File: src/mem_wait_timer.sv
`timescale 1ns/1ps

module mem_wait_timer #(
    parameter int MEM_LATENCY = 3
) (
    input  logic clk,
    input  logic rst,
    input  logic start,
    output logic done
);
    localparam int count_w = $clog2(MEM_LATENCY + 2);

    logic [count_w-1:0] count;

    always_ff @(posedge clk) begin
        if (rst) begin
            count <= '0;
        end else if (start) begin
            count <= count_w'(MEM_LATENCY);
        end else if (count != '0) begin
            count <= count - 1'b1;
        end
    end

    // high in the last cycle before the count hits zero.
    assign done = (count == count_w'(1));

endmodule

File: config.mk
export PLATFORM = sky130hd
export DESIGN_NAME = mem_wait_timer
export DESIGN_NICKNAME = d
export VERILOG_FILES = /design/src/mem_wait_timer.sv
export SDC_FILE = /design/constraint.sdc
export NUM_CORES = 1
export LEC_CHECK = 0
export ABC_AREA = 1
export ABC_CLOCK_PERIOD_IN_PS = 1000
export BUFFER_PORTS_ARGS = -buffer_cell sky130_fd_sc_hd__buf_2
export CORE_AREA = 2 2 39 41
export CTS_CLUSTER_SIZE = 25
export DETAILED_ROUTE_END_ITERATION = 8
export DIE_AREA = 0 0 41 43
export GPL_TIMING_DRIVEN = 0
export PLACE_DENSITY = 0.34
export SLEW_MARGIN = 20
export SYNTH_ARGS = -nofsm -noshare
export SYNTH_HDL_FRONTEND = slang
export SYNTH_SLANG_ARGS = --single-unit
File: constraint.sdc
create_clock -name clk -period 1 [get_ports clk]
set_input_delay 0.15 -clock clk [delete_from_list [all_inputs] [get_ports clk]]
set_output_delay 0.15 -clock clk [all_outputs]
set_load 0.05 [all_outputs]
==> flow_metrics.tcl <==
set metrics [dict create \
    synth_cell_type_count 9 \
    vias 178 \
    netlist_area_um2 194 \
    synth_seq_cells 3 \
    drv_slew 0 \
    postSynthNetCount 34 \
    cts_made_buffers 3 \
    cts_root_buf "clkbuf_4" \
    gp_congestion 0.709 \
    dp_hpwl_um 244 \
    area_growth_syn_to_layout_pct 58.1 \
    reg_top3 "count x3" \
    fp-row-count 14 \
    start_kind "register" \
    p_per_area_mw_per_mm2 1620 \
    synth_area_per_cell_um2 6.93 \
    insertedDiodeCount 0 \
    final_antenna_net_count 0 \
    ios 4 \
    drc 0 \
    stdcell_count 52 \
    finalHoldViolations 0 \
    criticalPathCategory "register to output port" \
    fp.dieW_um 41 \
    maxSlewHeadroom 0.870 \
    antenna_found_initial 0 \
    grt_overflow 0 \
    required_ns 0.85 \
    run_status "complete, but fails checks" \
    via_per_inst 3.42 \
    p_leak_nw 0.147 \
    die_y_um 43 \
    rsz0062_at_grt "yes" \
    largest_reg_flops 3 \
    ys.flop_type "dfxtp_1" \
    fin_ws_ns -0.140 \
    htreeDepth 1 \
    setup_viol 3 \
    cts.path.max_buffers 2 \
    synth-edff-count 0 \
    grt_pass1_vias 154 \
    dpl-instance-area_um2 236 \
    cp_max_fo 2 \
    min_period_over_period 1.14 \
    drt_iter0_drc 4 \
    track_usage 0.0471 \
    setup_tns_ns -0.266 \
    design_area_um2 307 \
    wl_per_cell_um 6.50 \
    cts_tree "done" \
    fin_skew_ns 0.000531 \
    synth_cells 28 \
    fmax_mhz 877 \
    synth_top_cell_by_area "dfxtp_1" \
    place_inst 47 \
    start_util 0.140 \
    fill_cells 164 \
    layout-drive-gt1-share 0.528 \
    worst_pin_slew_ns 0.195 \
    arrival_ns 0.99 \
    ys_seq_area_frac 0.310 \
    dieArea_mm2 0.00176 \
    hp-class "input pin to register" \
    clk_pin_slew_worst_paths_ns 0.04 \
    grt_pass1_wl_um 510 \
    first_pass_iters 3 \
    power_mw 0.495 \
    portBuffers 3 \
    synth.most_common_cell "inv_1" \
    clock_latency_ns 0.23 \
    wl_um 338 \
    largest-register "count" \
    synthArstFlopShare 0 \
    netlist.area_leader.share 0.310 \
    cp-end-kind "output port" \
    synth_area_leaders "dfxtp_1, ha_1, nand3_1" \
    drv_cap 0 \
    clkSinkCount 3 \
    grt_start_max_net_pins 4 \
    synth_commonest_cells "inv_1, nand3_1, nand2_1" \
    coreArea_mm2 0.00138 \
    nets 43 \
    violations "setup timing" \
    synth_warnings 0 \
    vdd_drop_max_mv 0.558 \
    reg2reg_slack_ns -0.10 \
    period_needed_ns 1.14 \
]
-- worst max-delay path, stage by stage, from the launching register on --
cell and delay [ns]:
dfxtp_2 0.31, inv_2 0.07, ha_4 0.12, inv_2 0.03
nor2_4 0.07, buf_6 0.15
-- placed cells by master (no fill, tap or decap) --
cell      instances
buf_6             1
nand2_1           4
clkbuf_4          3
xnor2_1           1
ha_2              1
dfxtp_2           2
dfxtp_1           1
buf_2             2
inv_1             4
nand2_2           1
buf_4             1
nand3_1           5
inv_2             5
nor2_4            1
clkbuf_1          1
nor2_1            1
ha_4              2
-- metrics by stage --
step                utilization  setup WS [ns]  hold slack (ns)
floorplan                     -         0.0261            0.294
global placement          0.171        -0.0710            0.407
detailed placement        0.171        -0.0536            0.410
CTS                       0.222         -0.152            0.149
global route              0.222         -0.194            0.171
finish                    0.222         -0.140            0.161
-- final timing paths --
check                           startpoint  endpoint  depth (start not counted)
worst max-delay path              count[1]      done                          5
worst max register to register    count[1]  count[1]                          8
worst min register to register    count[1]  count[1]                          4
worst min-delay path                   rst  count[1]                          4
-- cell families (layout without fill, tap and decap cells) --
family | after synthesis | count (layout) | share of synthesized area
DFF | 3 | 3 | 0.310
adders and majority gates | 3 | 3 | 0.194
buffers and inverters | 9 | 17 | 0.174
and+or+nand+nor | 12 | 12 | 0.277
xor gates and xnor gates | 1 | 1 | 0.0452
-- where the power goes --
group          leakage [nW]  switching (mW)  internal, mW  total [mW]
Sequential           0.0252          0.0120         0.134       0.146
Combinational         0.107          0.0771        0.0624       0.140
Clock                0.0150          0.0606         0.149       0.210
Total                 0.147           0.150         0.346       0.495
-- layout make-up --
type / instances / area (um2) / area share
Multi-Input combinational cell: 16 / 135 / 0.441
Sequential cell: 3 / 62.6 / 0.204
Inverter: 9 / 33.8 / 0.110
Timing Repair Buffer: 4 / 28.8 / 0.0939
Clock buffer: 4 / 26.3 / 0.0857
Tap cell: 16 / 20.0 / 0.0653
-- what timing repair did --
action                                  CTS  global route
gates resized for setup                  10             0
endpoints found under the setup margin    4             4
hold buffers                              0             0
pin swaps                                 1             1
buffers inserted                          1             0
-- routing by layer --
metal	vias to the layer above	track usage	routed length, um	share of wire
li1	97	-	-	-
met1	74	0.0545	155	0.46
met2	5	0.0563	152	0.45
met3	2	0.0157	17	0.050
met4	0	0.0600	13	0.038
met5	-	0	0	0
No activity file was read; power rests on OpenSTA's default activity.
