<file path="src/rv32i_pkg.sv">
package rv32i_pkg;

    localparam int xlen = 32;

    typedef logic [4:0] reg_idx_t;

    // major opcodes of the supported subset.
    typedef enum logic [6:0] {
        opc_reg   = 7'b0110011,
        opc_imm   = 7'b0010011,
        opc_load  = 7'b0000011,
        opc_store = 7'b0100011
    } opcode_t;

    typedef enum logic [3:0] {
        op_add,
        op_sub,
        op_and,
        op_or,
        op_xor,
        op_addi,
        op_lw,
        op_sw,
        op_illegal
    } op_t;

    typedef enum logic [2:0] {
        use_old,
        load_invalid,
        load_ifid,
        load_idex,
        load_exmem,
        load_memwb
    } buffer_sel_t;

    typedef struct packed {
        logic [6:0] funct7;
        reg_idx_t   rs2;
        reg_idx_t   rs1;
        logic [2:0] funct3;
        reg_idx_t   rd;
        opcode_t    opcode;
    } r_fmt_t;

    typedef struct packed {
        logic [11:0] imm;
        reg_idx_t    rs1;
        logic [2:0]  funct3;
        reg_idx_t    rd;
        opcode_t     opcode;
    } i_fmt_t;

    typedef struct packed {
        logic [6:0] imm_hi;
        reg_idx_t   rs2;
        reg_idx_t   rs1;
        logic [2:0] funct3;
        logic [4:0] imm_lo;
        opcode_t    opcode;
    } s_fmt_t;

    typedef union packed {
        r_fmt_t r_fmt;
        i_fmt_t i_fmt;
        s_fmt_t s_fmt;
    } instr_u;

    typedef struct packed {
        op_t      op;
        reg_idx_t rs1;      // zero when the op reads no rs1.
        reg_idx_t rs2;      // zero when the op reads no rs2.
        reg_idx_t rd;
        logic     reg_we;
        logic     mem_rd;
        logic     mem_wr;
    } inst_t;

    typedef struct packed {
        logic [xlen-1:0] pc;
        instr_u          instruction;
        logic [xlen-1:0] imm;
        logic [xlen-1:0] rs1_out;
        logic [xlen-1:0] rs2_out;
        logic [xlen-1:0] alu_out;   // holds the retire value once past MEM.
        logic [xlen-1:0] mem_rdata;
    } packet_data_t;

    typedef struct packed {
        logic         valid;
        inst_t        inst;
        packet_data_t data;
    } packet_t;

    typedef struct packed {
        logic            valid;
        logic [xlen-1:0] pc;
        instr_u          instr;
    } fetch_t;

    typedef struct packed {
        logic            valid;
        logic [xlen-1:0] pc;
        reg_idx_t        rd;
        logic            reg_we;
        logic [xlen-1:0] value;
    } retire_t;

endpackage

</file>
<file path="src/buffer.sv">
`timescale 1ns/1ps

module buffer (
    input  logic                   clk,
    input  logic                   rst,
    input  logic                   load,
    input  rv32i_pkg::buffer_sel_t sel,
    input  rv32i_pkg::packet_t     packet_in_old,  // previous buffer.
    input  rv32i_pkg::packet_t     packet_in_new,  // stage just finished.
    output rv32i_pkg::packet_t     packet_out
);
    import rv32i_pkg::*;

    packet_t packet;
    packet_t packet_in;

    assign packet_out = packet;

    always_ff @(posedge clk) begin
        if (rst) begin
            packet <= '0;
        end else if (load) begin
            packet <= packet_in;
        end
    end

    // start from the old packet and overlay what the stage produced.
    always_comb begin
        packet_in = packet_in_old;
        case (sel)
            use_old: begin
            end
            load_invalid: begin
                packet_in.valid = 1'b0;
            end
            load_ifid: begin
                packet_in.valid = packet_in_new.valid;
                packet_in.data.pc = packet_in_new.data.pc;
                packet_in.data.instruction = packet_in_new.data.instruction;
            end
            load_idex: begin
                packet_in.inst = packet_in_new.inst;
                packet_in.data.imm = packet_in_new.data.imm;
                packet_in.data.rs1_out = packet_in_new.data.rs1_out;
                packet_in.data.rs2_out = packet_in_new.data.rs2_out;
            end
            load_exmem: begin
                packet_in.data.alu_out = packet_in_new.data.alu_out;
            end
            load_memwb: begin
                packet_in.data.mem_rdata = packet_in_new.data.mem_rdata;
                packet_in.data.alu_out = packet_in_new.data.alu_out;  // retire value.
            end
            default: begin
                packet_in.valid = 1'b0;  // unknown code drops the packet.
            end
        endcase
    end

endmodule

</file>
<file path="config.mk">
export PLATFORM = sky130hd
export DESIGN_NAME = buffer
export DESIGN_NICKNAME = d
export VERILOG_FILES = /design/src/rv32i_pkg.sv /design/src/buffer.sv
export SDC_FILE = /design/constraint.sdc
export NUM_CORES = 1
export LEC_CHECK = 0
export BUFFER_PORTS_ARGS = -buffer_cell sky130_fd_sc_hd__buf_2
export CAP_MARGIN = 5
export CORE_AREA = 5 5 284 286
export CTS_CLUSTER_DIAMETER = 30
export DETAILED_ROUTE_END_ITERATION = 10
export DIE_AREA = 0 0 289 291
export HOLD_SLACK_MARGIN = 0.12
export PLACE_DENSITY = 0.35
export SYNTH_ARGS = -nofsm -noshare
export SYNTH_HDL_FRONTEND = slang
export SYNTH_SLANG_ARGS = --single-unit
</file>
<file path="constraint.sdc">
create_clock -name clk -period 3 [get_ports clk]
set_input_delay 0.45 -clock clk [delete_from_list [all_inputs] [get_ports clk]]
set_output_delay 0.45 -clock clk [all_outputs]
set_load 0.02 [all_outputs]
</file>
==> flow_summary.ini <==
[status]
status = finished clean

[finish]
layout_commonest_cell = buf_2
largest_reg_flops = 247
multiInputGateArea_mm2 = 0.00504
nets = 3099
final_cell_mix = buf_2, nand2_1, dlygate4sd3_1
fin_area_mm2 = 0.0231
drive_gt1_frac = 0.347
n_fill_cell = 8548
fin_util = 0.296
syn2layout_area_growth_pct = 117
seq_area_mm2 = 0.00494

[global_routing]
track_usage = 0.140
first_global_vias = 16278
grt_overflow = 0
grt_pass1_wl_um = 93000
grt_max_degree = 96
antenna_found_initial = 11

[setup_path]
critPathMaxFanout = 35
required_ps = 3530
crit_path_end_kind = register
start_kind = primary input
path_class = in -> reg
cp_data_arrival_time_ps = 2490

[placed_design]
dp_hpwl_um = 44100
place_area_mm2 = 0.0155
portBuffers = 746
gp_congestion = 0.788

[yosys]
synth_top_family_by_area = simple AND/OR/NAND/NOR gates
synthTopCellsByArea = dfxtp_1, a311oi_1, nand2_1
synthAdderAreaFrac = 0
synthXorXnorAreaFrac = 0
synth_fp_nets = 1882
synth_top_area_frac = 0.465
synth_top_cell_by_area = dfxtp_1
synth_compound_area_frac = 0.203
synth-seq-area-share = 0.465
synth_area_mm2 = 0.0106
syn_area_per_cell_um2 = 7.69
ys_types = 17
postSynthCellCount = 1382
yosys_warnings = 0
yosys.area_share.simple = 0.269
synth_seq_cells = 247
synthMuxAreaShare = 0.00106

[clock_tree]
clockBufferDepth = 3
cts_resized = 0
cts_buffers = 86
cts_tree = done
root_buffer = clkbuf_16
clkSlewWorstSetupHoldPaths_ps = 40
cts_sinks = 247
htree_levels = 3
insertion_delay_ps = 580
cts_setup_buffers = 0

[power_and_ir_drop]
power.density_mw_per_mm2 = 624
report.power.total_mw = 14.4
max-vdd-ir-drop_v = 0.000396
power.leakage_nw = 11.0

[timing]
clock_skew_ps = 0
max_clock_freq_mhz = 508
hold_slack_ps = 183
layout_worst_path_cycle_share = 0.656
slew_headroom = 0.432
fin_setup_tns_ps = 0
tightest_slew_ps = 853
slew_viol_final = 0
hold_violations = 0
setup_violations = 0
rsz0062_at_grt = no
period_needed_ps = 1970

[floorplan]
core_area_mm2 = 0.0781
die_h_um = 291
pin_count = 747
die_area_mm2 = 0.0841
num_rows = 103
start_util = 0.136
die_x_um = 289

[drt]
vias = 15111
drt_pre_antenna_iters = 4
initialDrtViolationCount = 458
ant_nets = 0
avgViaCountPerCell = 4.06
wl_per_cell_um = 16.8
drc_errors = 0
routed_wl_um = 62700

[flow_run]
maxCapViolations = 0

[worst_hold_path]
min_path_type = in -> reg
## per-layer routing
layer / track usage / wire, um
met3: 0.0532 / 6040
met4: 0.0713 / 3040
met2: 0.243 / 29900
met5: 0 / 48
met1: 0.149 / 23600
## what timing repair did
| action | in CTS | in global routing |
|---|---|---|
| setup endpoints to repair | 0 | 0 |
| hold buffers | 476 | 0 |
| hold endpoints to repair | 247 | 0 |
## critical path, cell delays in order
cell,delay [ps]
buf_2,150
or3b_4,610
buf_4,270
nand2_1,70
a311oi_1,260
dlygate4sd3_1,600
## logic make-up after synthesis
family                 Yosys count
AOI/OAI and AO/OA              247
buffers and inverters          137
DFF                            247
muxes                            1
and+or+nand+nor                750
## cell usage after synthesis, drive strengths merged
master and number:
and3b 2, buf 56, clkbuf 81, mux2 1, nand2b 2, nor2 247, a311oi 247, dfxtp 247
nand2 492, or3b 1, nor2b 1, nor3b 1, nand3b 4
## final cells by class
type,count,share of cell area
multi-input combinational,998,0.218
sequential,247,0.214
clock buffer,136,0.112
antenna,6,0.000649
clock inverter,22,0.00904
tap,1050,0.0568
timing repair buffer,1266,0.390
## power by group
part | switching [mW] | total, mW | internal, mW | leakage [nW]
Clock | 2.55 | 8.45 | 5.90 | 1.39
Combinational | 1.16 | 2.29 | 1.14 | 7.57
Sequential | 0.131 | 3.68 | 3.54 | 2.05
## per-stage QoR
step                setup slack (ps)  std cells
detailed placement               963       3085
global route                     947       3723
finish                          1030       3725
CTS                             1100       3719
floorplan                       1480       1382
global placement                 981       3085
## final timing paths
check | slack (ps) | end | depth (start not counted) | from
max reg2reg | 1640 | packet_out[116]$_SDFFE_PP0P_ | 3 | packet_out[116]$_SDFFE_PP0P_
min reg2reg | 480 | packet_out[246]$_SDFFE_PP0P_ | 2 | packet_out[246]$_SDFFE_PP0P_
max | 1030 | packet_out[206]$_SDFFE_PP0P_ | 6 | sel[1]
min | 180 | packet_out[193]$_SDFFE_PP0P_ | 3 | packet_in_new[193]
(Power assumes the default switching activity.)
