File: config.mk
export PLATFORM = sky130hd
export DESIGN_NAME = regfile
export DESIGN_NICKNAME = d
export VERILOG_FILES = /design/src/rv32i_pkg.sv /design/src/regfile.sv
export SDC_FILE = /design/constraint.sdc
export NUM_CORES = 2
export LEC_CHECK = 0
export BUFFER_PORTS_ARGS = -buffer_cell sky130_fd_sc_hd__buf_2
export CAP_MARGIN = 5
export CELL_PAD_IN_SITES_DETAIL_PLACEMENT = 1
export CELL_PAD_IN_SITES_GLOBAL_PLACEMENT = 2
export CORE_MARGIN = 3
export CORE_UTILIZATION = 51
export CTS_BUF_LIST = sky130_fd_sc_hd__clkbuf_16
export DETAILED_ROUTE_END_ITERATION = 12
export PLACE_DENSITY = 0.86
export SLEW_MARGIN = 20
export SYNTH_ARGS = -nofsm -noshare
export SYNTH_HDL_FRONTEND = slang
export SYNTH_SLANG_ARGS = --single-unit
File: constraint.sdc
create_clock -name clk -period 7.6 [get_ports clk]
set_clock_uncertainty 0.05 [all_clocks]
set_input_delay 1.14 -clock clk [delete_from_list [all_inputs] [get_ports clk]]
set_output_delay 1.14 -clock clk [all_outputs]
set_load 0.05 [all_outputs]
File: src/rv32i_pkg.sv
package rv32i_pkg;

    localparam int xlen = 32;

    typedef logic [4:0] reg_idx_t;

    // major opcodes of the supported subset.
    typedef enum logic [6:0] {
        opc_reg   = 7'b0110011,
        opc_imm   = 7'b0010011,
        opc_load  = 7'b0000011,
        opc_store = 7'b0100011
    } opcode_t;

    typedef enum logic [3:0] {
        op_add,
        op_sub,
        op_and,
        op_or,
        op_xor,
        op_addi,
        op_lw,
        op_sw,
        op_illegal
    } op_t;

    typedef enum logic [2:0] {
        use_old,
        load_invalid,
        load_ifid,
        load_idex,
        load_exmem,
        load_memwb
    } buffer_sel_t;

    typedef struct packed {
        logic [6:0] funct7;
        reg_idx_t   rs2;
        reg_idx_t   rs1;
        logic [2:0] funct3;
        reg_idx_t   rd;
        opcode_t    opcode;
    } r_fmt_t;

    typedef struct packed {
        logic [11:0] imm;
        reg_idx_t    rs1;
        logic [2:0]  funct3;
        reg_idx_t    rd;
        opcode_t     opcode;
    } i_fmt_t;

    typedef struct packed {
        logic [6:0] imm_hi;
        reg_idx_t   rs2;
        reg_idx_t   rs1;
        logic [2:0] funct3;
        logic [4:0] imm_lo;
        opcode_t    opcode;
    } s_fmt_t;

    typedef union packed {
        r_fmt_t r_fmt;
        i_fmt_t i_fmt;
        s_fmt_t s_fmt;
    } instr_u;

    typedef struct packed {
        op_t      op;
        reg_idx_t rs1;      // zero when the op reads no rs1.
        reg_idx_t rs2;      // zero when the op reads no rs2.
        reg_idx_t rd;
        logic     reg_we;
        logic     mem_rd;
        logic     mem_wr;
    } inst_t;

    typedef struct packed {
        logic [xlen-1:0] pc;
        instr_u          instruction;
        logic [xlen-1:0] imm;
        logic [xlen-1:0] rs1_out;
        logic [xlen-1:0] rs2_out;
        logic [xlen-1:0] alu_out;   // holds the retire value once past MEM.
        logic [xlen-1:0] mem_rdata;
    } packet_data_t;

    typedef struct packed {
        logic         valid;
        inst_t        inst;
        packet_data_t data;
    } packet_t;

    typedef struct packed {
        logic            valid;
        logic [xlen-1:0] pc;
        instr_u          instr;
    } fetch_t;

    typedef struct packed {
        logic            valid;
        logic [xlen-1:0] pc;
        reg_idx_t        rd;
        logic            reg_we;
        logic [xlen-1:0] value;
    } retire_t;

endpackage

File: src/regfile.sv
`timescale 1ns/1ps

module regfile (
    input  logic                          clk,
    input  logic                          rst,
    input  rv32i_pkg::reg_idx_t           rs1,
    input  rv32i_pkg::reg_idx_t           rs2,
    output logic [rv32i_pkg::xlen-1:0]    rs1_out,
    output logic [rv32i_pkg::xlen-1:0]    rs2_out,
    input  logic                          we,
    input  rv32i_pkg::reg_idx_t           rd,
    input  logic [rv32i_pkg::xlen-1:0]    wdata
);
    import rv32i_pkg::*;

    logic [xlen-1:0] regs [32];

    always_ff @(posedge clk) begin
        if (rst) begin
            for (int i = 0; i < 32; i++) begin
                regs[i] <= '0;
            end
        end else if (we && rd != '0) begin
            regs[rd] <= wdata;
        end
    end

    // same-cycle write is visible to decode.
    assign rs1_out = (rs1 == '0) ? '0 : ((we && rd == rs1) ? wdata : regs[rs1]);
    assign rs2_out = (rs2 == '0) ? '0 : ((we && rd == rs2) ? wdata : regs[rs2]);

endmodule

==> run summary <==
• **reported leakage power** 21.37 nW
• **minimum setup slack after placement** 1.791 ns
• **number of rows created at floorplan** 119
• **number of search-and-repair iterations in the first detailed-routing pass** 6
• **delay of the slowest critical-path stage** 0.86 ns
• **Die Footprint** 0.1113 mm2
• **async set-or-reset flop fraction in the synthesized netlist** 0
• **library cells used by synthesis** 50
• **count of final setup violators** 0
• **Die Ht** 333.6 um
• **average routed wire per standard cell** 40.87 um
• **H-tree depth** 3
• **CP Cell Sequence** buf_4 > buf_4 > mux4_2 > a22o_1 > a2111oi_0 > a21oi_1 > a22o_1 > buf_2
• **pin slew with the least headroom to its limit** 1.170 ns
• **layout overhead on the synthesized area** 10.13%
• **finished layout cell area** 0.06026 mm2
• **list of most frequent post-synthesis cells** 1024 x edfxtp_1, 994 x and2_1, 388 x mux4_2, 302 x clkbuf_1, 281 x mux2i_1
• **DPL Wire Length** 125600 um
• **most common cell in the synthesized netlist** edfxtp_1
• **root buffer cell** clkbuf_16
• **Vias/cell** 7.274
• **I/O Buffers** 113
• **hold endpoint** regs[16][15]
• **total chip power** 13.93 mW
• **worst setup margin** 1.720 ns
• **Hold Path Origin** wdata[15]
• **critical path type** in -> out
• **final critical-path required period** 5.880 ns
• **register bank with the most flops** regs
• **post-synthesis sequential element count** 1024
• **mean instance size in the synthesized netlist** 14.63 um2
• **relative slew slack** 0.2184
• **last weighted congestion value of the routability-driven placer** 1.029
• **Fmax** 170.1 MHz
• **clock input transition at the sequential cells of the worst setup and hold paths** 0.06 ns
• **drt initial violations** 5809
• **top flop regs** regs (1024)
• **clock buffers created by TritonCTS** 112
• **CTS tree** built
• **clk buf depth** 3
• **crit path buf inv count** 3
• **first-pass GRT wire length** 297400 um
• **data required time of the worst path** 6.41 ns
• **data arrival time of the worst path** 4.69 ns
• **sort of element at the end of the critical path** output port
• **final critical-path share of the clock period** 0.7737
• **outcome** complete, no violations
• **setup repair after global routing missed its margin** no
• **final hold slack** 1.014 ns
• **Max IR drop VDD** 0.1816 mV
• **Worst Hold Path Cells** 3
• **starting density of the core** 0.5169
• **CP max stage cell** a2111oi_0
• **post-detailed-routing wire length** 213000 um
• **biggest area contributors in the synthesized netlist** edfxtp_1 56%, mux4_2 16%, and2_1 11%, mux2i_1 5.1%, clkbuf_1 2.1%
• **initial antenna violation count** 19
• **total count of hold-check failures in the final report** 0
• **Synth top area share** 0.5619
• **CTS resizes** 0
• **number of enable flip-flop cells after synthesis** 1024
• **DIE WIDTH** 333.6 um
• **Cells after Synth** 3740
• **fraction of the core area covered by cells at the end of the flow** 0.5693
• **flip-flop count of the largest register after layout** 1024
• **I/O Pins** 114
• **maximum number of pins on one net before global-route repair** 112
• **maximum fanout along the worst path** 45
• **setup total negative slack** 0 ns
• **number of max-cap violations** 0
• **Main synth FF type** edfxtp_1
• **Post-Place Cells** 4998
• **clock tree sinks** 1024
• **post-route ant nets** 0
• **non-filler instance count after layout** 5212
• **total vias in the final route** 37910
• **dpl cell area** 0.05680 mm2
• **fraction of layout cells with a size suffix above 1** 0.2317
• **Seq/Total Area, Yosys** 0.5619
• **class of the tightest hold or removal check** in -> reg
• **total count of max-transition violations in the final report** 0
• **Post-CTS Setup Inserts** 0
• **Remaining Overflow, GRT** 0
• **total track usage** 0.3804
• **core area** 0.1059 mm2
• **cell type with the highest aggregate area in the netlist** edfxtp_1
• **Cell Pwr Density** 231.1 mW/mm2
• **Post-route DRC** 0
• **CP Launch Type** primary input
• **number of global-route vias before repair** 39530
• **dominant delay contributor by cell family on the critical path** compound AO/OA/AOI/OAI gates
• **hold-fix buffers at CTS** 0
• **Final Net Count** 3771
• **Post-Synthesis Cell Area** 0.05472 mm2
• **Syn. warnings** 0
## layout make-up
cell class	count	area [um2]
clock inverter	89	553.0
clock buffer	115	2878
multi-input combinational	2331	22560
tap	1391	1740
antenna	10	25.02
fill	9884	45600
sequential	1024	30750
inverter	2	7.507
timing repair buffer	250	1750
## how the worst max path moves through the flow
stage | depth (start not counted) | slack, ns | start | to
finish | 8 | 1.72 | rs2[2] | rs2_out[2]
global route | 8 | 1.75 | rs2[2] | rs2_out[2]
CTS | 8 | 1.74 | rs2[2] | rs2_out[2]
detailed placement | 8 | 1.79 | rs2[1] | rs2_out[2]
global placement | 8 | 1.75 | rs2[2] | rs2_out[2]
floorplan | 9 | 3.14 | rs1[0] | rs1_out[10]
## layer usage
layer  GRT usage  part of all wire  vias to the layer above
li1            -                 -                    14400
met1      0.4686              0.34                    19710
met2      0.5940              0.46                     3036
met3     0.09826              0.12                      759
met4      0.2583             0.081                        8
met5           0           0.00023                        -
## cells by family after synthesis
family                    Yosys count  synth area share
muxes                             674            0.2121
other                               1        0.00006853
AOI/OAI and AO/OA                 469           0.06452
xor gates and xnor gates           10          0.001600
and+or+nand+nor                  1146            0.1275
buffers and inverters             416           0.03231
DFF                              1024            0.5619
## tightest hold or removal path, cell delays in order
cell	delay, ns
buf_2	0.08
buf_4	0.29
and2_1	0.17
## cell usage in the layout (no fill, tap or decap), drive strengths merged, types with 12 or more instances in the layout
cell | netlist | layout
edfxtp | 1024 | 1024
and2 | 996 | 996
mux4 | 388 | 388
mux2i | 281 | 281
buf | 112 | 250
a22oi | 133 | 133
clkbuf | 302 | 115
a21oi | 78 | 78
a22o | 55 | 55
clkinv | 0 | 50
nor2 | 43 | 43
o221ai | 42 | 42
o22ai | 41 | 41
nand2 | 35 | 35
or2 | 33 | 33
inv | 2 | 33
conb | 1 | 32
a2111oi | 24 | 24
o221a | 18 | 18
a221o | 13 | 13
nand3 | 12 | 12
## power breakdown
| part | switching, mW | total [mW] | internal [mW] |
|---|---|---|---|
| registers | 0.179 | 6.71 | 6.53 |
| logic | 1.31 | 1.98 | 0.668 |
| clock network | 2.30 | 5.24 | 2.94 |
| total | 3.79 | 13.9 | 10.1 |
Power figures use the tool's default switching activity.
