`config.mk`:
```
export PLATFORM = sky130hd
export DESIGN_NAME = execute
export DESIGN_NICKNAME = d
export VERILOG_FILES = /design/src/rv32i_pkg.sv /design/src/execute.sv
export SDC_FILE = /design/constraint.sdc
export NUM_CORES = 1
export LEC_CHECK = 0
export BUFFER_PORTS_ARGS = -buffer_cell sky130_fd_sc_hd__buf_4
export CORE_AREA = 3 3 192 194
export DETAILED_ROUTE_END_ITERATION = 16
export DIE_AREA = 0 0 195 197
export PLACE_DENSITY = 0.47
export REMOVE_ABC_BUFFERS = 1
export SYNTH_ARGS = -nofsm -noshare
export SYNTH_HDL_FRONTEND = slang
export SYNTH_SLANG_ARGS = --single-unit
```
`constraint.sdc`:
```
create_clock -name vclk -period 3.8
set_input_delay 0.19 -clock vclk [all_inputs]
set_output_delay 0.19 -clock vclk [all_outputs]
set_load 0.01 [all_outputs]
```
`src/rv32i_pkg.sv`:
```
package rv32i_pkg;

    localparam int xlen = 32;

    typedef logic [4:0] reg_idx_t;

    // major opcodes of the supported subset.
    typedef enum logic [6:0] {
        opc_reg   = 7'b0110011,
        opc_imm   = 7'b0010011,
        opc_load  = 7'b0000011,
        opc_store = 7'b0100011
    } opcode_t;

    typedef enum logic [3:0] {
        op_add,
        op_sub,
        op_and,
        op_or,
        op_xor,
        op_addi,
        op_lw,
        op_sw,
        op_illegal
    } op_t;

    typedef enum logic [2:0] {
        use_old,
        load_invalid,
        load_ifid,
        load_idex,
        load_exmem,
        load_memwb
    } buffer_sel_t;

    typedef struct packed {
        logic [6:0] funct7;
        reg_idx_t   rs2;
        reg_idx_t   rs1;
        logic [2:0] funct3;
        reg_idx_t   rd;
        opcode_t    opcode;
    } r_fmt_t;

    typedef struct packed {
        logic [11:0] imm;
        reg_idx_t    rs1;
        logic [2:0]  funct3;
        reg_idx_t    rd;
        opcode_t     opcode;
    } i_fmt_t;

    typedef struct packed {
        logic [6:0] imm_hi;
        reg_idx_t   rs2;
        reg_idx_t   rs1;
        logic [2:0] funct3;
        logic [4:0] imm_lo;
        opcode_t    opcode;
    } s_fmt_t;

    typedef union packed {
        r_fmt_t r_fmt;
        i_fmt_t i_fmt;
        s_fmt_t s_fmt;
    } instr_u;

    typedef struct packed {
        op_t      op;
        reg_idx_t rs1;      // zero when the op reads no rs1.
        reg_idx_t rs2;      // zero when the op reads no rs2.
        reg_idx_t rd;
        logic     reg_we;
        logic     mem_rd;
        logic     mem_wr;
    } inst_t;

    typedef struct packed {
        logic [xlen-1:0] pc;
        instr_u          instruction;
        logic [xlen-1:0] imm;
        logic [xlen-1:0] rs1_out;
        logic [xlen-1:0] rs2_out;
        logic [xlen-1:0] alu_out;   // holds the retire value once past MEM.
        logic [xlen-1:0] mem_rdata;
    } packet_data_t;

    typedef struct packed {
        logic         valid;
        inst_t        inst;
        packet_data_t data;
    } packet_t;

    typedef struct packed {
        logic            valid;
        logic [xlen-1:0] pc;
        instr_u          instr;
    } fetch_t;

    typedef struct packed {
        logic            valid;
        logic [xlen-1:0] pc;
        reg_idx_t        rd;
        logic            reg_we;
        logic [xlen-1:0] value;
    } retire_t;

endpackage

```
`src/execute.sv`:
```
`timescale 1ns/1ps

module execute (
    input  rv32i_pkg::packet_t packet,
    output rv32i_pkg::packet_t result
);
    import rv32i_pkg::*;

    logic [xlen-1:0] a;
    logic [xlen-1:0] b;

    assign a = packet.data.rs1_out;
    assign b = packet.data.rs2_out;

    always_comb begin
        result = packet;
        case (packet.inst.op)
            op_add:  result.data.alu_out = a + b;
            op_sub:  result.data.alu_out = a - b;
            op_and:  result.data.alu_out = a & b;
            op_or:   result.data.alu_out = a | b;
            op_xor:  result.data.alu_out = a ^ b;
            // byte address for lw/sw, the memory takes bits 31:2.
            op_addi, op_lw, op_sw: begin
                result.data.alu_out = a + packet.data.imm;
            end
            default: result.data.alu_out = '0;
        endcase
    end

endmodule

```
==> metrics.log <==
[metrics] global routing met3 resource utilization: 0.290
[metrics] largest fanout on the critical path: 5
[metrics] most common cell after layout, fill and taps aside: sky130_fd_sc_hd__buf_4
[metrics] top-area cell type share of the netlist area: 0.268
[metrics] sw frac: 0.503
[metrics] crit-path max cell delay: ~0.39 ns
[metrics] unique cell type count in the Yosys netlist: between 50 and 60
[metrics] Max Slew Vio Count: 0
[metrics] slowest cell on the critical path: sky130_fd_sc_hd__nor4_4
[metrics] Detail Placement HPWL: roughly 45 mm
[metrics] floorplan die area: 38400 um2
[metrics] total detailed-routing wirelength: ~49 mm
[metrics] largest net degree at the start of global routing: 22
[metrics] final net count: around 1300
[metrics] Avg Inst Size Synth: a little over 7 um2
[metrics] Placer Congestion: about 0.93
[metrics] kind of cell adding the most delay to the critical path: compound AO/OA/AOI/OAI gates
[metrics] top-level port count: around 490
[metrics] DRC violation total after the first TritonRoute iteration: around 340
[metrics] minimum hold slack: between 0.3 and 0.4 ns
[metrics] leading cell types in the layout, fill and taps excluded: sky130_fd_sc_hd__buf_4, sky130_fd_sc_hd__ha_1, sky130_fd_sc_hd__inv_1, sky130_fd_sc_hd__nand2_1, sky130_fd_sc_hd__o21ai_0
[metrics] Port Buf Inserts: approximately 230
[metrics] time the final worst path needs with I/O delays and setup: around 4 ns
[metrics] depth of the critical timing path with buffers and inverters included: 20
[metrics] violated checks: negative setup slack
[metrics] area leader, netlist: sky130_fd_sc_hd__buf_4
[metrics] number of detailed-routing iterations run before antenna repair: 5
[metrics] FFs & Latches: 0
[metrics] number of placement rows: ~70
[metrics] GR met1 Demand/Resource: 0.180
[metrics] Post-Syn Area: around 6000 um2
[metrics] chip height: 197 um
[metrics] internal power component: between 700 and 800 uW
[metrics] PnR worst setup slack: -0.294 ns
[metrics] portion of the post-synthesis area used by sequential elements: 0
[metrics] WL/cell: ~34 um
[metrics] warning count from the yosys run: 0
[metrics] largest cells by area after synthesis: sky130_fd_sc_hd__buf_4, sky130_fd_sc_hd__ha_1, sky130_fd_sc_hd__inv_1
[metrics] kind of end point of the critical path: output pin
[metrics] peak supply drop: 0.0000521 V
[metrics] initial core utilization: 0.170
[metrics] busiest grt layer: met2
[metrics] relative slew slack: 0.347
[metrics] power per cell area: 171 nW/um2
[metrics] total count of hold-check failures in the final report: 0
[metrics] CP Launch Point: packet[68]
[metrics] worst-margin pin slew: between 0.9 and 1 ns
[metrics] Multi-input gate area: approximately 4600 um2
[metrics] most frequent cell on the critical path: sky130_fd_sc_hd__buf_4
[metrics] cts hold-fix bufs: 0
[metrics] Worst Setup Path Type: input pin to output pin
[metrics] net switching power: around 730 uW
[metrics] leakage power summed over all cells: approximately 0.004 uW
[metrics] peak clock frequency supported by timing: ~240 MHz
[metrics] count of nets left with antenna violations after detail routing: 0
[metrics] wire length of the first global-routing pass: around 62 mm
[metrics] Cell Count Post-Placement: between 1000 and 1500
[metrics] area of the core: between 30000 and 40000 um2
[metrics] total number of vias: 6768
[metrics] total global routing track utilization: 0.239
[metrics] register area: 0 um2
[metrics] run status: complete, but fails checks
[metrics] synth-to-layout area growth: 41.1%
[metrics] global routing usage on met2: 0.390
[metrics] fraction of layout instances using a drive strength above 1: 0.503
[metrics] critical path buffer and inverter count: 5
[metrics] endpoint arrival time on the critical path: roughly 4 ns
[metrics] # clk buffers: 0
[metrics] total overflow reported by the global router: 0
[metrics] capture point of the critical path: result[58]
[metrics] proportion of power drawn by the clock network: 0
[metrics] Flop pwr share: 0
[metrics] horizontal die dimension: roughly 200 um
[metrics] # setup viols final: 10
[metrics] Worst Path Required: ~3.6 ns
[metrics] antenna cells: 0
[metrics] Finished Layout Cells: 1449
[metrics] unrepaired setup endpoints after global routing: yes
[metrics] max-capacitance violation count: 0
[metrics] hold crit path type: input pin to output pin
[metrics] critical path cell sequence: buf_8 > nor4_4 > buf_4 > nand3_2 > buf_6 > o31ai_2 > nand3_1 > o211ai_1 > ha_1 > a21oi_2 > o21a_1 > o221a_2 > o41ai_4 > a31o_1 > a311o_1 > buf_4 > a21oi_2 > xor2_1 > o21ai_1 > buf_4
[metrics] gate count after technology mapping: 840
[metrics] via-per-instance ratio: 4.67
[metrics] DRC Markers: 0
[metrics] Filler Cells Inserted: 3923
[metrics] Startpoint Class: input pin
[metrics] share of total power in combinational logic: 1.000
[metrics] via count of the first global-routing pass: approximately 6400
[metrics] share of the clock period used by the worst path after layout: 1.08
[metrics] antenna violations before repair: 0
[per-layer routing]
layer  vias up  share of wire  routed length (um)
met3        28           0.26               12700
met2       530           0.45               22100
met4        10          0.021                1010
met1      3113           0.26               12900
met5         -         0.0091                 445
li1       3087              -                   -
[cells by family (layout without fill, tap and decap cells)]
kind of cell               Yosys count  count (layout)  share of synthesized area
xor gates and xnor gates            28              28                     0.0407
and+or+nand+nor                    154             154                      0.128
adders and majority gates          103             103                      0.215
AOI/OAI and AO/OA                  231             231                      0.279
muxes                                1               1                    0.00166
buffers and inverters              323             471                      0.335
[how the worst min path moves through the flow]
| stage | startpoint | endpoint | depth (start not counted) |
|---|---|---|---|
| after floorplan | packet[0] | result[0] | 0 |
| after global placement | packet[164] | result[164] | 0 |
| after detailed placement | packet[164] | result[164] | 0 |
| after CTS | packet[164] | result[164] | 0 |
| after global routing | packet[164] | result[164] | 0 |
| final | packet[10] | result[10] | 0 |
[stage by stage]
stage | utilization | setup slack [ns] | setup TNS (ns) | power, uW | cell area (um2)
finish | 0.240 | -0.294 | -1.34 | 1450 | 8490
global route | 0.240 | -0.420 | -3.51 | 1570 | 8490
CTS | 0.231 | -0.233 | -1.20 | 1370 | 8190
detailed placement | 0.219 | -0.479 | -3.92 | 1270 | 7740
global placement | 0.219 | -0.444 | -3.64 | 1260 | 7740
floorplan | - | -1.25 | -19.15 | 543 | 4290
[cells in the mapped netlist (7+ instances only)]
cell	count
sky130_fd_sc_hd__a21oi_1	38
sky130_fd_sc_hd__inv_1	76
sky130_fd_sc_hd__a221o_1	12
sky130_fd_sc_hd__clkbuf_1	32
sky130_fd_sc_hd__nor2_1	38
sky130_fd_sc_hd__nand3_1	16
sky130_fd_sc_hd__o211ai_1	7
sky130_fd_sc_hd__nor3_1	25
sky130_fd_sc_hd__xnor2_1	18
sky130_fd_sc_hd__a211oi_1	11
sky130_fd_sc_hd__a21o_1	16
sky130_fd_sc_hd__buf_4	215
sky130_fd_sc_hd__nand2_1	38
sky130_fd_sc_hd__o221ai_1	26
sky130_fd_sc_hd__nand4_1	7
sky130_fd_sc_hd__ha_1	102
sky130_fd_sc_hd__o21ai_0	39
sky130_fd_sc_hd__xor2_1	10
sky130_fd_sc_hd__a22oi_1	29
[power by group through the flow]
stage / clock [uW] / combinational, uW / sequential, uW
6_report: 0 / 1450 / 0
5_1_grt: 0 / 1570 / 0
4_1_cts: 0 / 1370 / 0
3_5_place_dp: 0 / 1270 / 0
3_3_place_gp: 0 / 1260 / 0
2_1_floorplan: 0 / 543 / 0
[what timing repair did]
action / 4_1_cts / 5_1_grt
gates resized for setup: 78 / 52
setup endpoints to repair: 14 / 15
hold endpoints to repair: 0 / 0
pin swaps: 47 / 30
buffers inserted: 9 / 8
cloned: 0 / 0
[final cells by class]
type               count  share of cell area
inverters             76              0.0336
multi-input cells    517               0.541
well taps            461              0.0679
repair buffers       395               0.357
(Power assumes the default switching activity.)
