--- config.mk ---
export PLATFORM = sky130hd
export DESIGN_NAME = decode
export DESIGN_NICKNAME = d
export VERILOG_FILES = /design/src/rv32i_pkg.sv /design/src/decode.sv
export SDC_FILE = /design/constraint.sdc
export NUM_CORES = 1
export LEC_CHECK = 0
export BUFFER_PORTS_ARGS = -buffer_cell sky130_fd_sc_hd__buf_2
export CAP_MARGIN = 20
export CORE_AREA = 2 2 132 134
export DETAILED_ROUTE_END_ITERATION = 8
export DIE_AREA = 0 0 134 136
export PLACE_DENSITY = 0.42
export REMOVE_ABC_BUFFERS = 1
export SLEW_MARGIN = 5
export SYNTH_ARGS = -nofsm -noshare
export SYNTH_HDL_FRONTEND = slang
export SYNTH_SLANG_ARGS = --single-unit
export TNS_END_PERCENT = 10
--- constraint.sdc ---
create_clock -name vclk -period 5.5
set_input_delay 1.1 -clock vclk [all_inputs]
set_output_delay 1.1 -clock vclk [all_outputs]
set_load 0.1 [all_outputs]
--- src/rv32i_pkg.sv ---
package rv32i_pkg;

    localparam int xlen = 32;

    typedef logic [4:0] reg_idx_t;

    // major opcodes of the supported subset.
    typedef enum logic [6:0] {
        opc_reg   = 7'b0110011,
        opc_imm   = 7'b0010011,
        opc_load  = 7'b0000011,
        opc_store = 7'b0100011
    } opcode_t;

    typedef enum logic [3:0] {
        op_add,
        op_sub,
        op_and,
        op_or,
        op_xor,
        op_addi,
        op_lw,
        op_sw,
        op_illegal
    } op_t;

    typedef enum logic [2:0] {
        use_old,
        load_invalid,
        load_ifid,
        load_idex,
        load_exmem,
        load_memwb
    } buffer_sel_t;

    typedef struct packed {
        logic [6:0] funct7;
        reg_idx_t   rs2;
        reg_idx_t   rs1;
        logic [2:0] funct3;
        reg_idx_t   rd;
        opcode_t    opcode;
    } r_fmt_t;

    typedef struct packed {
        logic [11:0] imm;
        reg_idx_t    rs1;
        logic [2:0]  funct3;
        reg_idx_t    rd;
        opcode_t     opcode;
    } i_fmt_t;

    typedef struct packed {
        logic [6:0] imm_hi;
        reg_idx_t   rs2;
        reg_idx_t   rs1;
        logic [2:0] funct3;
        logic [4:0] imm_lo;
        opcode_t    opcode;
    } s_fmt_t;

    typedef union packed {
        r_fmt_t r_fmt;
        i_fmt_t i_fmt;
        s_fmt_t s_fmt;
    } instr_u;

    typedef struct packed {
        op_t      op;
        reg_idx_t rs1;      // zero when the op reads no rs1.
        reg_idx_t rs2;      // zero when the op reads no rs2.
        reg_idx_t rd;
        logic     reg_we;
        logic     mem_rd;
        logic     mem_wr;
    } inst_t;

    typedef struct packed {
        logic [xlen-1:0] pc;
        instr_u          instruction;
        logic [xlen-1:0] imm;
        logic [xlen-1:0] rs1_out;
        logic [xlen-1:0] rs2_out;
        logic [xlen-1:0] alu_out;   // holds the retire value once past MEM.
        logic [xlen-1:0] mem_rdata;
    } packet_data_t;

    typedef struct packed {
        logic         valid;
        inst_t        inst;
        packet_data_t data;
    } packet_t;

    typedef struct packed {
        logic            valid;
        logic [xlen-1:0] pc;
        instr_u          instr;
    } fetch_t;

    typedef struct packed {
        logic            valid;
        logic [xlen-1:0] pc;
        reg_idx_t        rd;
        logic            reg_we;
        logic [xlen-1:0] value;
    } retire_t;

endpackage

--- src/decode.sv ---
`timescale 1ns/1ps

module decode (
    input  rv32i_pkg::instr_u          instr,
    input  logic [rv32i_pkg::xlen-1:0] rs1_out_rf,
    input  logic [rv32i_pkg::xlen-1:0] rs2_out_rf,
    output rv32i_pkg::packet_t         decoded
);
    import rv32i_pkg::*;

    op_t op;

    always_comb begin
        op = op_illegal;
        case (instr.r_fmt.opcode)
            opc_reg: begin
                case ({instr.r_fmt.funct7, instr.r_fmt.funct3})
                    10'b0000000_000: op = op_add;
                    10'b0100000_000: op = op_sub;
                    10'b0000000_100: op = op_xor;
                    10'b0000000_110: op = op_or;
                    10'b0000000_111: op = op_and;
                    default: op = op_illegal;
                endcase
            end
            opc_imm:   if (instr.i_fmt.funct3 == 3'b000) op = op_addi;
            opc_load:  if (instr.i_fmt.funct3 == 3'b010) op = op_lw;
            opc_store: if (instr.s_fmt.funct3 == 3'b010) op = op_sw;
            default:   op = op_illegal;
        endcase
    end

    always_comb begin
        decoded = '0;
        decoded.inst.op = op;
        case (op)
            op_add, op_sub, op_and, op_or, op_xor: begin
                decoded.inst.rs1 = instr.r_fmt.rs1;
                decoded.inst.rs2 = instr.r_fmt.rs2;
                decoded.inst.rd = instr.r_fmt.rd;
                decoded.inst.reg_we = 1'b1;
            end
            op_addi, op_lw: begin
                decoded.inst.rs1 = instr.i_fmt.rs1;
                decoded.inst.rd = instr.i_fmt.rd;
                decoded.inst.reg_we = 1'b1;
                decoded.inst.mem_rd = (op == op_lw);
                decoded.data.imm = {{20{instr.i_fmt.imm[11]}}, instr.i_fmt.imm};
            end
            op_sw: begin
                decoded.inst.rs1 = instr.s_fmt.rs1;
                decoded.inst.rs2 = instr.s_fmt.rs2;
                decoded.inst.mem_wr = 1'b1;
                decoded.data.imm = {{20{instr.s_fmt.imm_hi[6]}}, instr.s_fmt.imm_hi,
                                    instr.s_fmt.imm_lo};
            end
            default: begin
            end
        endcase
        decoded.data.rs1_out = rs1_out_rf;
        decoded.data.rs2_out = rs2_out_rf;
    end

endmodule

==> qor.yml, run 1 <==
cp.arrival_ns: 3.44
drive_above_1_share_pct: 38.2
max_cap_violations: 0
flops_and_latches: 0
tightest_slew_ns: 0.686
place_congestion: 0.774
synth-seq-area-share_pct: 0
synthAdderAreaFrac_pct: 0
max_freq_mhz: 220
grt_usage_pct: 11.4
grt_pass1_vias: 1013
grt_busiest_layer: "met3"
antennaDiodeCount: 0
grt_max_degree: 22
cp_slowest_cell: "buf_4"
placementRows: 48
drt_iter0_markers: 27
synth_compound_area_share_pct: 10.8
cts_hold_buffers: 0
overflow: 0
grt_first_pass_wirelength_um: 13200
max-slew-margin-rel_pct: 54.3
power.density_nw_per_um2: 195
status: "complete, no violations"
synth_area_um2: 2250
fin_util_pct: 12.8
stdcell_count: 518
ir_drop_uv: 73.0
postCtsResizedCells: 0
n_clock_buffer: 0
path_cells: "buf_2, or3_1, or2_1, nor2_2, buf_4, and2_1, buf_4, buf_12"
die_x_um: 134
fin_crit_sh_pct: 82.5
grt_util_met1_pct: 5.06
max_stage_delay_ns: 0.49
crit_path_end_kind: "output pin"
met3_usage_pct: 20.7
worst_hold_slack_ns: 2.20
setup_viol: 0
use_met2_pct: 19.1
place.port_buffers: 86
p_total_uw: 422
synth_mux_area_share_pct: 0
hold_class: "input pin to output pin"
area_growth_pct: -3.78
cp_common_cell: "buf_4"
path_class: "input pin to output pin"
path_max_fanout: 21
startpoint_type: "input pin"
drcViolationCount: 0
ys_warn_count: 0
drt-wirelength-per-cell_um: 22.4
vias_per_cell: 2.72
start_util_pct: 13.4
ioPinCount: 343
hold_viol: 0
synthCells: 294
placed_cell_area_um2: 2170
ant_nets: 0
multi_input_area_um2: 1050
die_area_um2: 18200
post_cts_buffers: 0
required_ns: 4.40
yosys.area_share.simple_pct: 14.2
final_common_cell: "conb_1"
rsz0062_at_grt: "no"
num_vias: 1407
stdcell_area_um2: 2170
antenna_found_initial: 0
syn_avg_cell_area_um2: 7.66
dp.cells: 518
synth.distinct_cells: 33
dr.pass1.iters: 4
synth_top_family_by_area: "buffers and inverters"
power.leakage_nw: 1.11
synth_xor_area_share_pct: 0
layout_common_cells: "conb_1, buf_2, buf_12"
min_period_ns: 4.54
core_area_um2: 16900
fill_cells: 1979
routed_wl_um: 11600
hpwl_um: 11000
final_nets: 391
die_y_um: 136
seq_area_um2: 0
final_max_slew_viol_count: 0
metrics by stage:
stage / setup TNS [ns] / setup WS, ns
2_1_floorplan: -265.90 / -12.08
3_3_place_gp: 0 / 0.875
3_5_place_dp: 0 / 0.900
4_1_cts: 0 / 0.901
5_1_grt: 0 / 0.826
6_report: 0 / 0.962
power by group:
part           switching (mW)  internal [mW]
sequential                  0              0
combinational           0.407         0.0153
clock                       0              0
final timing paths:
check / end / cells after the start / startpoint / slack [ns]
worst min-delay path: decoded[80] / 0 / rs2_out_rf[16] / 2.20
worst max-delay path: decoded[143] / 8 / instr[3] / 0.96
worst max-delay path, delay by kind of cell:
| kind | cells | cell delay, ns |
|---|---|---|
| buffers and inverters | 4 | 1.08 |
| and+or+nand+nor | 4 | 1.23 |
logic make-up (layout without fill, tap and decap cells):
logic type / Yosys count / after routing
compound gates: 19 / 19
buf+inv: 234 / 105
other cells: 1 / 129
simple gates: 40 / 40
routing by layer:
layer	routed length [um]	part of all wire [%]	up-vias
li1	-	-	605
met1	1740	15	597
met2	5390	46	205
met3	4470	39	0
met4	0	0	0
met5	0	0	-
cell type report:
cell class         count  area share, %
multi-input cells    188           48.6
repair buffers        90           35.8
well taps            225           13.0
inverters             15           2.60
cell usage after synthesis (2+ instances only):
master | instances | area share (%)
a21oi_1 | 2 | 0.44
or2_1 | 2 | 0.56
buf_2 | 2 | 0.44
inv_1 | 15 | 2.5
clkbuf_1 | 3 | 0.50
or3b_1 | 2 | 0.78
a32o_1 | 5 | 2.2
nor4_1 | 2 | 0.56
a2111oi_2 | 5 | 3.3
and2_1 | 7 | 1.9
or3_1 | 2 | 0.56
nor3_1 | 2 | 0.44
nand3b_1 | 2 | 0.67
buf_4 | 213 | 71
nor4_2 | 5 | 2.8
nor3b_2 | 5 | 2.8
nor2_1 | 4 | 0.67
Note: power is estimated with default switching activity, not from simulation.
==> inputs of run 2 (changes only) <==
Settings changed: CORE_AREA 2 2 132 134 to 2 2 131 133, DIE_AREA 0 0 134 136 to 0 0 133 135, PLACE_DENSITY 0.42 to 0.44.
Clock period 5.5 ns to 3.68 ns, I/O delays scaled along.
==> run 2 against run 1 <==
Final cell count unchanged. Count of clock-buffer cells in the layout unchanged. Sequential share of layout area unchanged. Via count grew 6.3%. Largest cell class is now non-clock buffers. Largest power group unchanged.
==> qor.yml, run 2 (synthesized netlist as in run 1, its figures left out) <==
final_common_cell: "conb_1"
die_area_um2: 18000
cp.arrival_ns: 2.82
overflow: 0
rsz0062_at_grt: "no"
setup_viol: 0
drt-wirelength-per-cell_um: 17.7
max_cap_violations: 0
dr.pass1.iters: 3
num_vias: 1495
placementRows: 47
grt_max_degree: 18
place_congestion: 0.760
finalWorstSetupSlack_ns: 0.128
max-slew-margin-rel_pct: 64.9
cts_hold_buffers: 0
ioPinCount: 343
n_clock_buffer: 0
antenna_found_initial: 0
area_growth_pct: 19.9
crit_end: "decoded[233]"
crit_path_end_kind: "output pin"
die_x_um: 133
final_max_slew_viol_count: 0
worst_hold_slack_ns: 1.47
status: "complete, no violations"
postCtsResizedCells: 0
ir_drop_uv: 104
die_y_um: 135
layout_common_cells: "conb_1, buf_12, buf_2"
routed_wl_um: 9190
path_cells: "buf_2, or4_4, o41ai_4, o2111ai_4, buf_12, a2111oi_2, buf_12"
grt_pass1_vias: 1295
stdcell_area_um2: 2700
path_class: "input pin to output pin"
pre_cts_slack_ns: 0.0224
min_period_ns: 3.55
placed_cell_area_um2: 2680
fin_crit_sh_pct: 96.5
antennaDiodeCount: 0
cp_slowest_cell: "or4_4"
vias_per_cell: 2.89
p_total_uw: 634
drcViolationCount: 0
final_nets: 396
cp_common_cell: "buf_12"
hpwl_um: 8330
flops_and_latches: 0
power.density_nw_per_um2: 234
startpoint: "instr[26]"
grt_usage_pct: 9.17
seq_area_um2: 0
drive_above_1_share_pct: 39.3
place.port_buffers: 86
path_max_fanout: 10
max_stage_delay_ns: 0.59
max_freq_mhz: 282
drt_iter0_markers: 24
startpoint_type: "input pin"
required_ns: 2.94
core_area_um2: 16400
grt_first_pass_wirelength_um: 11400
hold_class: "input pin to output pin"
ant_nets: 0
hold_viol: 0
tightest_slew_ns: 0.522
start_util_pct: 13.7
power.leakage_nw: 1.22
run 2: changes by cell type in the layout (fill, tap and decap cells not counted):
cell / change
buf_12: +34
buf_2: -31
buf_4: +2
run 2: report_power, final:
| part | internal [mW] | switching (mW) | leakage (nW) | total [mW] |
|---|---|---|---|---|
| clock network | 0 | 0 | 0 | 0 |
| registers | 0 | 0 | 0 | 0 |
| logic | 0.0249 | 0.609 | 1.22 | 0.634 |
| total | 0.0249 | 0.609 | 1.22 | 0.634 |
run 2: layout make-up:
| type | instances | area, um^2 |
|---|---|---|
| inverter | 15 | 56.3 |
| fill | 1859 | 13700 |
| timing repair buffer | 95 | 1320 |
| multi-input combinational | 188 | 1050 |
| tap | 220 | 275 |
run 2: per-stage QoR:
stage          utilization, %  std cells  setup TNS (ns)
2_1_floorplan               -        203         -310.42
3_3_place_gp             16.4        517               0
3_5_place_dp             16.4        517               0
4_1_cts                  16.4        517               0
5_1_grt                  16.5        518               0
6_report                 16.5        518               0
run 2: worst min path at each step:
stage	slack, ns	from	to	cells after the start
2_1_floorplan	1.47	rs1_out_rf[4]	decoded[100]	0
3_3_place_gp	1.47	rs1_out_rf[4]	decoded[100]	0
3_5_place_dp	1.47	rs1_out_rf[4]	decoded[100]	0
4_1_cts	1.47	rs1_out_rf[4]	decoded[100]	0
5_1_grt	1.47	rs2_out_rf[11]	decoded[75]	0
6_report	1.47	rs1_out_rf[18]	decoded[114]	0
run 2: critical path, delay by kind of cell:
| family | cells | cell delay [ns] |
|---|---|---|
| AO/OA/AOI/OAI | 3 | 0.95 |
| buffers and inverters | 3 | 0.51 |
| AND/OR/NAND/NOR | 1 | 0.59 |
run 2: what timing repair did:
| action | 4_1_cts | 5_1_grt |
|---|---|---|
| endpoints found under the setup margin | 0 | 5 |
| setup buffers | 0 | 1 |
| endpoints found under the hold margin | 0 | 0 |
run 2: layer usage:
metal	track usage (%)	wire length (um)	up-vias
met2	11.9	3490	242
met3	16.1	3400	6
met1	6.57	2120	629
met4	0.179	29	6
met5	5.83	143	-
li1	-	-	612
